===== src/hdl/isa_pkg.sv =====
`default_nettype none

package isa_pkg;

    localparam int data_width     = 32;
    localparam int reg_addr_width = 5;
    localparam int num_regs       = 32;
    localparam int ticket_width   = 4;
    localparam int offset_width   = 25;

    // Instruction field positions
    localparam int opcode_msb = 31;
    localparam int opcode_lsb = 25;
    localparam int rd_msb     = 24;
    localparam int rd_lsb     = 20;
    localparam int ra_msb     = 19;
    localparam int ra_lsb     = 15;
    localparam int rb_msb     = 14;
    localparam int rb_lsb     = 10;
    localparam int imm_msb    = 14;
    localparam int imm_lsb    = 0;
    // Low part of the branch offset, the high part sits in the rd field
    localparam int beq_lo_msb = 9;
    localparam int jump_msb   = 24;

    typedef logic [data_width-1:0]     data_t;
    typedef logic [reg_addr_width-1:0] reg_addr_t;
    typedef logic [ticket_width-1:0]   ticket_t;

    typedef enum logic [opcode_msb-opcode_lsb:0]
    {
        op_add   = 7'd0,
        op_sub   = 7'd1,
        op_and   = 7'd2,
        op_or    = 7'd3,
        op_mul   = 7'd4,
        op_addi  = 7'd5,
        op_load  = 7'd6,
        op_store = 7'd7,
        op_beq   = 7'd8,
        op_jump  = 7'd9,
        op_nop   = 7'd10
    } opcode_e;

    ////////////////////////////////////////
    // Instruction classes

    function automatic logic is_r_type(input opcode_e op);
        return (op == op_add) || (op == op_sub) || (op == op_and) || (op == op_or);
    endfunction

    function automatic logic is_mul(input opcode_e op);
        return op == op_mul;
    endfunction

    function automatic logic is_addi(input opcode_e op);
        return op == op_addi;
    endfunction

    function automatic logic is_load(input opcode_e op);
        return op == op_load;
    endfunction

    function automatic logic is_store(input opcode_e op);
        return op == op_store;
    endfunction

    function automatic logic is_branch(input opcode_e op);
        return op == op_beq;
    endfunction

    function automatic logic is_jump(input opcode_e op);
        return op == op_jump;
    endfunction

    function automatic logic is_nop(input opcode_e op);
        return op == op_nop;
    endfunction

    // Any encoding outside the enum members is illegal
    function automatic logic is_legal(input opcode_e op);
        return is_r_type(op) || is_mul(op) || is_addi(op) || is_load(op)
            || is_store(op) || is_branch(op) || is_jump(op) || is_nop(op);
    endfunction

endpackage

`default_nettype wire


===== src/hdl/decode_pkg.sv =====
`default_nettype none

package decode_pkg;

    import isa_pkg::*;

    // Result coming back from the later stages
    typedef struct packed
    {
        logic      valid;
        reg_addr_t addr;
        data_t     data;
        ticket_t   ticket;
    } wb_req_t;

    // Dependency state of one source operand
    typedef struct packed
    {
        logic    blocked;
        ticket_t ticket;
    } src_status_t;

    typedef struct packed
    {
        opcode_e                 opcode;
        reg_addr_t               rd;
        reg_addr_t               ra;
        reg_addr_t               rb;
        logic [offset_width-1:0] offset;
        logic                    uses_src1;
        logic                    uses_src2_rb;
        // Store reads rd as its second source
        logic                    uses_src2_rd;
        logic                    writes_rd;
        logic                    is_mul;
        logic                    illegal;
    } decoded_t;

    typedef struct packed
    {
        opcode_e                 opcode;
        reg_addr_t               rd;
        reg_addr_t               ra;
        reg_addr_t               rb;
        data_t                   ra_data;
        data_t                   rb_data;
        logic [offset_width-1:0] offset;
        ticket_t                 ticket;
        src_status_t             src1;
        src_status_t             src2;
        logic                    illegal;
    } alu_req_t;

    typedef struct packed
    {
        reg_addr_t   rd;
        reg_addr_t   ra;
        reg_addr_t   rb;
        data_t       ra_data;
        data_t       rb_data;
        ticket_t     ticket;
        src_status_t src1;
        src_status_t src2;
    } mul_req_t;

endpackage

`default_nettype wire


===== src/hdl/instr_decoder.sv =====
`timescale 1ns/1ps
`default_nettype none

module instr_decoder
(
    input  isa_pkg::data_t      instr,
    output decode_pkg::decoded_t dec
);

    import isa_pkg::*;

    opcode_e opcode;

    assign opcode = opcode_e'(instr[opcode_msb:opcode_lsb]);

    ////////////////////////////////////////
    // Register fields

    always_comb
    begin
        dec.opcode = opcode;
        dec.rd     = instr[rd_msb:rd_lsb];
        dec.ra     = instr[ra_msb:ra_lsb];
        dec.rb     = instr[rb_msb:rb_lsb];
    end

    ////////////////////////////////////////
    // Immediate

    always_comb
    begin
        // Default is the low immediate, used by addi, load and store
        dec.offset = offset_width'(instr[imm_msb:imm_lsb]);

        if (is_branch(opcode))
        begin
            // Rd field on top of the ten low bits
            dec.offset = offset_width'({instr[rd_msb:rd_lsb], instr[beq_lo_msb:0]});
        end
        else if (is_jump(opcode))
        begin
            dec.offset = offset_width'(instr[jump_msb:0]);
        end
    end

    ////////////////////////////////////////
    // Operand usage and class flags

    always_comb
    begin
        dec.uses_src1    = is_r_type(opcode) | is_mul(opcode) | is_load(opcode)
                         | is_store(opcode) | is_branch(opcode);

        dec.uses_src2_rb = is_r_type(opcode) | is_mul(opcode) | is_branch(opcode);
        dec.uses_src2_rd = is_store(opcode);

        // Producers that claim rd in the scoreboard
        dec.writes_rd    = is_r_type(opcode) | is_mul(opcode) | is_addi(opcode)
                         | is_load(opcode);

        dec.is_mul       = is_mul(opcode);
        // Unknown encodings still go to the ALU, with this flag set
        dec.illegal      = !is_legal(opcode);
    end

endmodule

`default_nettype wire


===== src/hdl/scoreboard.sv =====
`timescale 1ns/1ps
`default_nettype none

module scoreboard
(
    input  logic                    clock,
    input  logic                    arst_n,
    input  logic                    flush,
    input  logic                    accept,
    input  decode_pkg::decoded_t    dec,
    input  decode_pkg::wb_req_t     wb,
    output decode_pkg::src_status_t src1,
    output decode_pkg::src_status_t src2,
    output isa_pkg::ticket_t        ticket
);

    import isa_pkg::*;
    import decode_pkg::*;

    // One pending flag and one owner ticket per register
    logic [num_regs-1:0]          blocked;
    ticket_t [num_regs-1:0]       tickets;
    ticket_t                      counter;

    reg_addr_t                    src2_addr;
    logic                         src2_used;

    ////////////////////////////////////////
    // Source lookup

    // A write-back in the same cycle with the owner ticket releases the source
    function automatic src_status_t status_of
    (
        input logic    used,
        input logic    blk,
        input ticket_t owner,
        input wb_req_t w
    );
        src_status_t s;
        s.blocked = used & blk & !(w.valid && (w.ticket == owner));
        s.ticket  = used ? owner : '0;
        return s;
    endfunction

    assign src2_addr = dec.uses_src2_rd ? dec.rd : dec.rb;
    assign src2_used = dec.uses_src2_rb | dec.uses_src2_rd;

    assign src1   = status_of(dec.uses_src1, blocked[dec.ra], tickets[dec.ra], wb);
    assign src2   = status_of(src2_used, blocked[src2_addr], tickets[src2_addr], wb);

    // Every accepted instruction takes the current count
    assign ticket = counter;

    ////////////////////////////////////////
    // Update

    always_ff @(posedge clock or negedge arst_n)
    begin
        if (!arst_n)
        begin
            blocked <= '0;
            tickets <= '0;
            counter <= '0;
        end
        else if (flush)
        begin
            // Nothing in flight survives a flush
            blocked <= '0;
            counter <= '0;
        end
        else
        begin
            if (wb.valid && (tickets[wb.addr] == wb.ticket))
            begin
                blocked[wb.addr] <= 1'b0;
            end

            // Claim comes last so a new producer wins over a release on the same rd
            if (accept)
            begin
                counter <= counter + 1'b1;
                if (dec.writes_rd)
                begin
                    blocked[dec.rd] <= 1'b1;
                    tickets[dec.rd] <= counter;
                end
            end
        end
    end

endmodule

`default_nettype wire


===== src/hdl/register_file.sv =====
`timescale 1ns/1ps
`default_nettype none

module register_file
(
    input  logic                clock,
    input  logic                arst_n,

    // Read ports
    input  isa_pkg::reg_addr_t  rd_addr_a,
    input  isa_pkg::reg_addr_t  rd_addr_b,
    output isa_pkg::data_t      rd_data_a,
    output isa_pkg::data_t      rd_data_b,

    // Write port from write-back
    input  decode_pkg::wb_req_t wb
);

    import isa_pkg::*;

    data_t [num_regs-1:0] regs;

    logic                 hit_a;
    logic                 hit_b;

    ////////////////////////////////////////
    // Write

    always_ff @(posedge clock or negedge arst_n)
    begin
        if (!arst_n)
        begin
            regs <= '0;
        end
        else if (wb.valid)
        begin
            regs[wb.addr] <= wb.data;
        end
    end

    ////////////////////////////////////////
    // Read with write-back bypass

    assign hit_a = wb.valid && (wb.addr == rd_addr_a);
    assign hit_b = wb.valid && (wb.addr == rd_addr_b);

    // Value being written this cycle is newer than the stored one
    assign rd_data_a = hit_a ? wb.data : regs[rd_addr_a];
    assign rd_data_b = hit_b ? wb.data : regs[rd_addr_b];

endmodule

`default_nettype wire


===== src/hdl/issue_register.sv =====
`timescale 1ns/1ps
`default_nettype none

module issue_register
(
    input  logic                    clock,
    input  logic                    arst_n,
    input  logic                    accept,
    input  logic                    flush,

    // Decoded instruction and its operands
    input  decode_pkg::decoded_t    dec,
    input  isa_pkg::data_t          ra_data,
    input  isa_pkg::data_t          rb_data,
    input  decode_pkg::src_status_t src1,
    input  decode_pkg::src_status_t src2,
    input  isa_pkg::ticket_t        ticket,

    // Requests to the execution units
    output logic                    alu_req_valid,
    output decode_pkg::alu_req_t    alu_req,
    output logic                    mul_req_valid,
    output decode_pkg::mul_req_t    mul_req
);

    import decode_pkg::*;

    alu_req_t alu_next;
    mul_req_t mul_next;
    logic     alu_valid_q;
    logic     mul_valid_q;

    ////////////////////////////////////////
    // Request assembly

    always_comb
    begin
        alu_next.opcode  = dec.opcode;
        alu_next.rd      = dec.rd;
        alu_next.ra      = dec.ra;
        alu_next.rb      = dec.rb;
        alu_next.ra_data = ra_data;
        alu_next.rb_data = rb_data;
        alu_next.offset  = dec.offset;
        alu_next.ticket  = ticket;
        alu_next.src1    = src1;
        alu_next.src2    = src2;
        alu_next.illegal = dec.illegal;

        mul_next.rd      = dec.rd;
        mul_next.ra      = dec.ra;
        mul_next.rb      = dec.rb;
        mul_next.ra_data = ra_data;
        mul_next.rb_data = rb_data;
        mul_next.ticket  = ticket;
        mul_next.src1    = src1;
        mul_next.src2    = src2;
    end

    ////////////////////////////////////////
    // Valids

    // Reloaded every cycle, so a stalled or flushed cycle issues nothing
    always_ff @(posedge clock or negedge arst_n)
    begin
        if (!arst_n)
        begin
            alu_valid_q <= 1'b0;
            mul_valid_q <= 1'b0;
        end
        else
        begin
            alu_valid_q <= accept & !dec.is_mul;
            mul_valid_q <= accept & dec.is_mul;
        end
    end

    // Payload only moves when an instruction is taken
    always_ff @(posedge clock)
    begin
        if (accept && !dec.is_mul)
        begin
            alu_req <= alu_next;
        end
        if (accept && dec.is_mul)
        begin
            mul_req <= mul_next;
        end
    end

    // Flush kills the request in flight in the same cycle
    assign alu_req_valid = alu_valid_q & !flush;
    assign mul_req_valid = mul_valid_q & !flush;

endmodule

`default_nettype wire


===== src/hdl/decode_stage_top.sv =====
`timescale 1ns/1ps
`default_nettype none

module decode_stage_top
(
    input  logic                 clock,
    input  logic                 arst_n,

    // Fetch side
    input  logic                 instr_valid,
    input  isa_pkg::data_t       instr,

    // Control from later stages
    input  logic                 stall,
    input  logic                 flush,
    input  decode_pkg::wb_req_t  wb,

    // Issue side
    output logic                 alu_req_valid,
    output decode_pkg::alu_req_t alu_req,
    output logic                 mul_req_valid,
    output decode_pkg::mul_req_t mul_req
);

    import isa_pkg::*;
    import decode_pkg::*;

    logic        accept;
    decoded_t    dec;
    reg_addr_t   rd_addr_b;
    data_t       ra_data;
    data_t       rb_data;
    src_status_t src1;
    src_status_t src2;
    ticket_t     ticket;

    // Fetch holds the instruction while stall is high
    assign accept    = instr_valid & !stall & !flush;

    // Store data comes from rd
    assign rd_addr_b = dec.uses_src2_rd ? dec.rd : dec.rb;

    ////////////////////////////////////////
    // Datapath

    instr_decoder instr_decoder_inst
    (
        .instr     (instr),
        .dec       (dec)
    );

    register_file register_file_inst
    (
        .clock     (clock),
        .arst_n    (arst_n),
        .rd_addr_a (dec.ra),
        .rd_addr_b (rd_addr_b),
        .rd_data_a (ra_data),
        .rd_data_b (rb_data),
        .wb        (wb)
    );

    scoreboard scoreboard_inst
    (
        .clock     (clock),
        .arst_n    (arst_n),
        .flush     (flush),
        .accept    (accept),
        .dec       (dec),
        .wb        (wb),
        .src1      (src1),
        .src2      (src2),
        .ticket    (ticket)
    );

    issue_register issue_register_inst
    (
        .clock         (clock),
        .arst_n        (arst_n),
        .accept        (accept),
        .flush         (flush),
        .dec           (dec),
        .ra_data       (ra_data),
        .rb_data       (rb_data),
        .src1          (src1),
        .src2          (src2),
        .ticket        (ticket),
        .alu_req_valid (alu_req_valid),
        .alu_req       (alu_req),
        .mul_req_valid (mul_req_valid),
        .mul_req       (mul_req)
    );

endmodule

`default_nettype wire


===== config.mk =====
export PLATFORM = sky130hd
export DESIGN_NAME = decode_stage_top
export DESIGN_NICKNAME = d
export VERILOG_FILES = /design/src/hdl/isa_pkg.sv /design/src/hdl/decode_pkg.sv /design/src/hdl/instr_decoder.sv /design/src/hdl/scoreboard.sv /design/src/hdl/register_file.sv /design/src/hdl/issue_register.sv /design/src/hdl/decode_stage_top.sv
export SDC_FILE = /design/constraint.sdc
export NUM_CORES = 2
export LEC_CHECK = 0
export ABC_AREA = 1
export BUFFER_PORTS_ARGS = -buffer_cell sky130_fd_sc_hd__clkbuf_2
export CORE_MARGIN = 10
export CORE_UTILIZATION = 50
export DETAILED_ROUTE_END_ITERATION = 10
export PLACE_DENSITY = 0.67
export SYNTH_ARGS = -nofsm -noshare
export SYNTH_HDL_FRONTEND = slang
export SYNTH_HIERARCHICAL = 1
export SYNTH_SLANG_ARGS = --single-unit

===== constraint.sdc =====
create_clock -name clock -period 2.6 [get_ports clock]
set_clock_uncertainty 0.1 [all_clocks]
set_input_delay 0.26 -clock clock [delete_from_list [all_inputs] [get_ports clock]]
set_output_delay 0.26 -clock clock [all_outputs]
set_load 0.005 [all_outputs]

# Word-level counts from Yosys, hierarchy flattened
# Cells that the tools add are included.
# op_classes
add_sub_neg	1
order_cmp	6
eq_ne	15
n_mux	37
bitwise_logic	23
n_reduce_logical	29
# op_table
operator	count
$bwmux W1024	1
$bmux W32 S5	2
$mux W32	10
$demux W32 S5	1
$bwmux W128	1
$bmux W4 S5	3
$and A32 B32 Y32	1
$mux W4	8
$not A32 Y32	1
$or A32 B32 Y32	1
$eq A7 B3 Y1 const B	4
$lt A5 B6 Y1 const B	4
$eq A7 B4 Y1 const B	3
$demux W4 S5	1
$mux W15	1
$eq A7 B2 Y1 const B	2
$eq A4 B4 Y1	3
$and A1 B1 Y1	10
$bmux W1 S5	2
$demux W1 S5	2
$eq A5 B5 Y1	2
$ge A5 B1 Y1 const B	2
$logic_or A1 B1 Y1	10
$logic_and A1 B1 Y1	9
11 further kinds	27
# totals
register_bits	1409
inputBits	79
output_inout_bits	221
wordCells	203

# Longest topological paths before layout
# logic_depth
ltp_word	12
ltp_mapped	21
depth_no_buf	19

# Hierarchy
# The synthesis kept the hierarchy.
# by_module_without_submodules
module	instances	cells_each	area_each_um2	seq_area_each_um2
register_file	1	8366	56929.6	25624.6
scoreboard	1	1708	11066.9	4103.9
issue_register	1	229	6658.9	6626.4
instr_decoder	1	98	604.3	0.0
decode_stage_top	1	19	71.3	0.0

# Worst setup path before layout
# Ideal clock, no wire load.
# synth_timing
path_kind	in2reg
start	in stall
end	reg, netlist name issue_register_inst/alu_req[0]
setup_ns	0.512
arrival_time_ns	3.933
t_required_ns	1.988
path_slack_ns	-1.946
cell_stages	5
path_buffers	0
path_cell_list	inv_1 nand2_1 nor2_1 inv_1 nor2_2
# synth_via
elab_chain_len	4
# synth_lines
item	line	source
from (decl)	decode_stage_top.sv:14	input logic stall,
$logic_not A1 Y1	decode_stage_top.sv:38	assign accept = instr_valid & !stall & !flush;
$and A1 B1 Y1 (2 in series)	decode_stage_top.sv:38	
net accept	decode_stage_top.sv:28	logic accept;
$logic_and A1 B1 Y1	issue_register.sv:81	if (accept && !dec.is_mul)
# The timed path passes the listed nets, and every way through them passes these cells.
# A chain may end at the register's enable or synchronous reset.

==> metrics.yaml <==
outcome:
  status: "finished with violations"
  violations: "hold timing"
setup_path:
  arrival_ns: 3.01
  path_cells: "clkbuf_2 > nor2_4 > nand2_1 > nor2_2 > inv_1 > nor2_4 > buf_4 > nand2_1 > nand2_4 > clkinv_8 > buf_12 > buf_12 > nand2_1 > nand3_1 > nand3_1 > nand2_1 > nand2_1 > nand3_1 > nand3_1 > nand2_1"
  reg2reg_slack_ns: 0.24
  worstSetupStartpointType: "input port"
  critPathRequiredTime_ns: 3.06
  cpPeakStageDelay_ns: 0.26
  critical-path-top-delay-family: "simple AND/OR/NAND/NOR gates"
  timing.rr.end: "scoreboard_inst/blocked[2]"
  cpMostUsedCell: "nand2_1"
  cp_num_buf_inv: 6
  slowest_stage: "nand3_1"
  setup.worst_path.class: "in2reg"
  endpoint_kind: "flop"
  worstPathMaxFanout: 20
  r2r-start: "scoreboard_inst/tickets[18]"
  worstRegToRegCells: 13
detailed_routing:
  wire_per_inst_um: 24.4
  ant_nets: 0
  dr.pass1.iters: 10
  drc: 0
  drtIter0Drc: 12155
  vias: 78918
  viasPerCell: 6.12
  totalWireLength_um: 314000
sta:
  setup_viol: 0
  period_share_pct: 98.4
  final.setup.tns_ns: 0
  worstMarginPinSlew_ns: 1.01
  whs_ns: -0.0113
  min_period_ns: 2.56
  hold_viol: 2
  fmax_mhz: 391
  drv_slew: 0
  slew_headroom_pct: 32.2
logic_synthesis:
  syn_nets: 10500
  synth_area_per_cell_um2: 7.23
  yosys_warnings: 6
  ys_ff_latch: 1409
  ys_types: 41
  synth_area_um2: 75300
  ys_seq_area_share_pct: 48.3
  synth_cells: 10420
grt:
  grt_pass1_wl_um: 469000
  grt_pass1_vias: 73933
  grt_max_degree: 83
  track_usage_pct: 36.4
  antenna_found_initial: 15
  grt_overflow: 0
clock_tree:
  cts.sinks: 1409
  path_clk_slew_ns: 0.06
  numCtsBuffers: 154
  h-tree-depth: 4
  tritoncts: "yes"
  cts.path.max_buffers: 3
  root_buffer: "clkbuf_16"
  insertion_delay_ns: 0.81
min_path:
  hold_path.class: "in2reg"
  hold_start: "stall"
  hold_depth: 7
  whs_endpoint: "scoreboard_inst/ticket[0]"
floorplan:
  die_area_um2: 167000
  rows: 142
  ios: 300
  coreArea_um2: 150000
  die_h_um: 408
  dieWidth_um: 408
  start_util_pct: 50.3
placement:
  post_dp_cell_area_um2: 83700
  dp_hpwl_um: 205000
  port_buffers: 299
  gp_congestion: 1.01
power_and_ir_drop:
  p_per_area_nw_per_um2: 702
  cellLeakagePower_nw: 41.3
  p_total_mw: 63.1
  irDropWorstVdd_uv: 518
final_layout:
  post-route-util_pct: 60.0
  syn_to_final_growth_pct: 19.3
  postLayoutCellArea_um2: 89800
  finalNetCount: 10824
  post_route_cells_drive_above_1_share_pct: 12.6
run:
  max_cap_viol_count: 0
-- kinds of logic after synthesis --
group                    after synthesis  share of synthesized area, %
buffers and inverters               1045                          5.78
XOR/XNOR                               4                        0.0465
flip-flops                          1409                          48.3
AND/OR/NAND/NOR                     6669                          37.2
AO/OA/AOI/OAI                       1292                          8.71
adder cells (fa/ha/maj)                1                        0.0166
-- how the worst max path moves through the flow --
stage	start	endpoint	depth (start not counted)	slack [ns]
floorplan	stall	issue_register_inst/alu_req[0]	5	-0.35
global placement	instr[29]	issue_register_inst/alu_req[57]	17	-0.79
detailed placement	instr[29]	issue_register_inst/mul_req[31]	17	-0.79
CTS	instr[29]	issue_register_inst/alu_req[55]	19	0.05
global route	instr[29]	issue_register_inst/alu_req[43]	21	-0.002
finish	instr[29]	issue_register_inst/alu_req[66]	20	0.04
-- cells in the mapped netlist, drive strengths merged --
library cell  instances  area share (%)
clkinv                3           0.015
buf                 230             1.7
nor4                  1           0.028
a211oi                1           0.010
a22oi                 4           0.053
a21oi               199             1.3
o21ai              1071             7.2
dfrtp              1190              40
and2                  1           0.012
nor3                 21            0.14
dlygate4sd3           3           0.040
inv                 164            0.82
clkbuf              645             3.2
edfxtp              219             8.7
nand4                97            0.83
xor2                  4           0.047
o221ai                6           0.070
o211ai                4           0.040
ha                    1           0.017
o22ai                 7           0.058
or2                   3           0.025
nand3              1973              13
nor2                301             1.7
nand2              4272              21
-- cell usage in the layout, fill, tap and decap left out, types with 5 or more instances in the layout --
master         instances
nand2_1             4221
nand3_1             1955
dfrtp_1             1190
o21ai_0             1022
buf_4                455
clkbuf_2             293
nor2_1               270
buf_12               222
edfxtp_1             219
a21oi_1              196
clkbuf_16            157
inv_1                138
nand4_1               96
dlygate4sd3_1         69
nand2_2               42
o21ai_1               42
clkbuf_1              36
clkinv_2              25
clkbuf_8              22
nor3_1                21
inv_2                 17
nand3_2               17
nor2_4                15
nor2_2                14
bufinv_16             11
clkinv_4              10
inv_6                 10
nand2_4                9
clkinvlp_4             9
o22ai_1                7
o21ai_2                6
o221ai_1               6
inv_16                 5
-- sequential cells by signal (all words and copies together), names as in the netlist --
register,cells
scoreboard_inst/blocked,32
issue_register_inst/mul_valid_q,1
issue_register_inst/alu_valid_q,1
issue_register_inst/mul_req,93
issue_register_inst/alu_req,126
scoreboard_inst/ticket,4
register_file_inst/regs,1024
scoreboard_inst/tickets,128
-- layout make-up --
class / instances / area [µm²]
Sequential cell: 1409 / 36400
Multi-Input combinational cell: 7966 / 34900
Antenna cell: 3 / 7.51
Inverter: 167 / 693
Clock inverter: 74 / 923
Tap cell: 2016 / 2520
Timing Repair Buffer: 1045 / 10100
Clock buffer: 213 / 4330
Timing Repair inverter: 1 / 8.76
Fill cell: 13290 / 59900
-- routing by layer --
metal	vias to the layer above	wire length [µm]	track usage [%]
met5	-	92	0
met4	14	16000	16.7
met3	1074	50300	14.9
met2	5755	128000	51.6
met1	37114	120000	48.3
li1	34961	-	-
-- power breakdown --
group	internal, mW	switching, mW	leakage [nW]	total [mW]
clock network	13.0	9.83	2.55	22.8
logic	4.59	7.39	21.3	12.0
registers	25.7	2.65	17.4	28.3
-- worst min-delay path, stage by stage --
cell	delay, ns
clkbuf_2	0.18
inv_12	0.03
nand2_4	0.07
nor2_4	0.04
buf_4	0.15
nand3_1	0.08
nand2_1	0.05
-- stage by stage --
stage / cells / hold WS (ns) / worst slack, ns
6_report: 12894 / -0.0113 / 0.0408
5_1_grt: 12891 / 0.0102 / -0.00157
4_1_cts: 12887 / 0.00384 / 0.0506
3_5_place_dp: 12529 / 0.161 / -0.793
3_3_place_gp: 12529 / 0.151 / -0.792
2_1_floorplan: 10420 / -0.136 / -0.353
-- timing repair --
action                                   CTS  global route
endpoints found under the hold margin   1089             0
hold buffers                              71             0
resized for setup                          0            21
buffers inserted                           0             3
endpoints found under the setup margin     0            93
(Power assumes the default switching activity.)
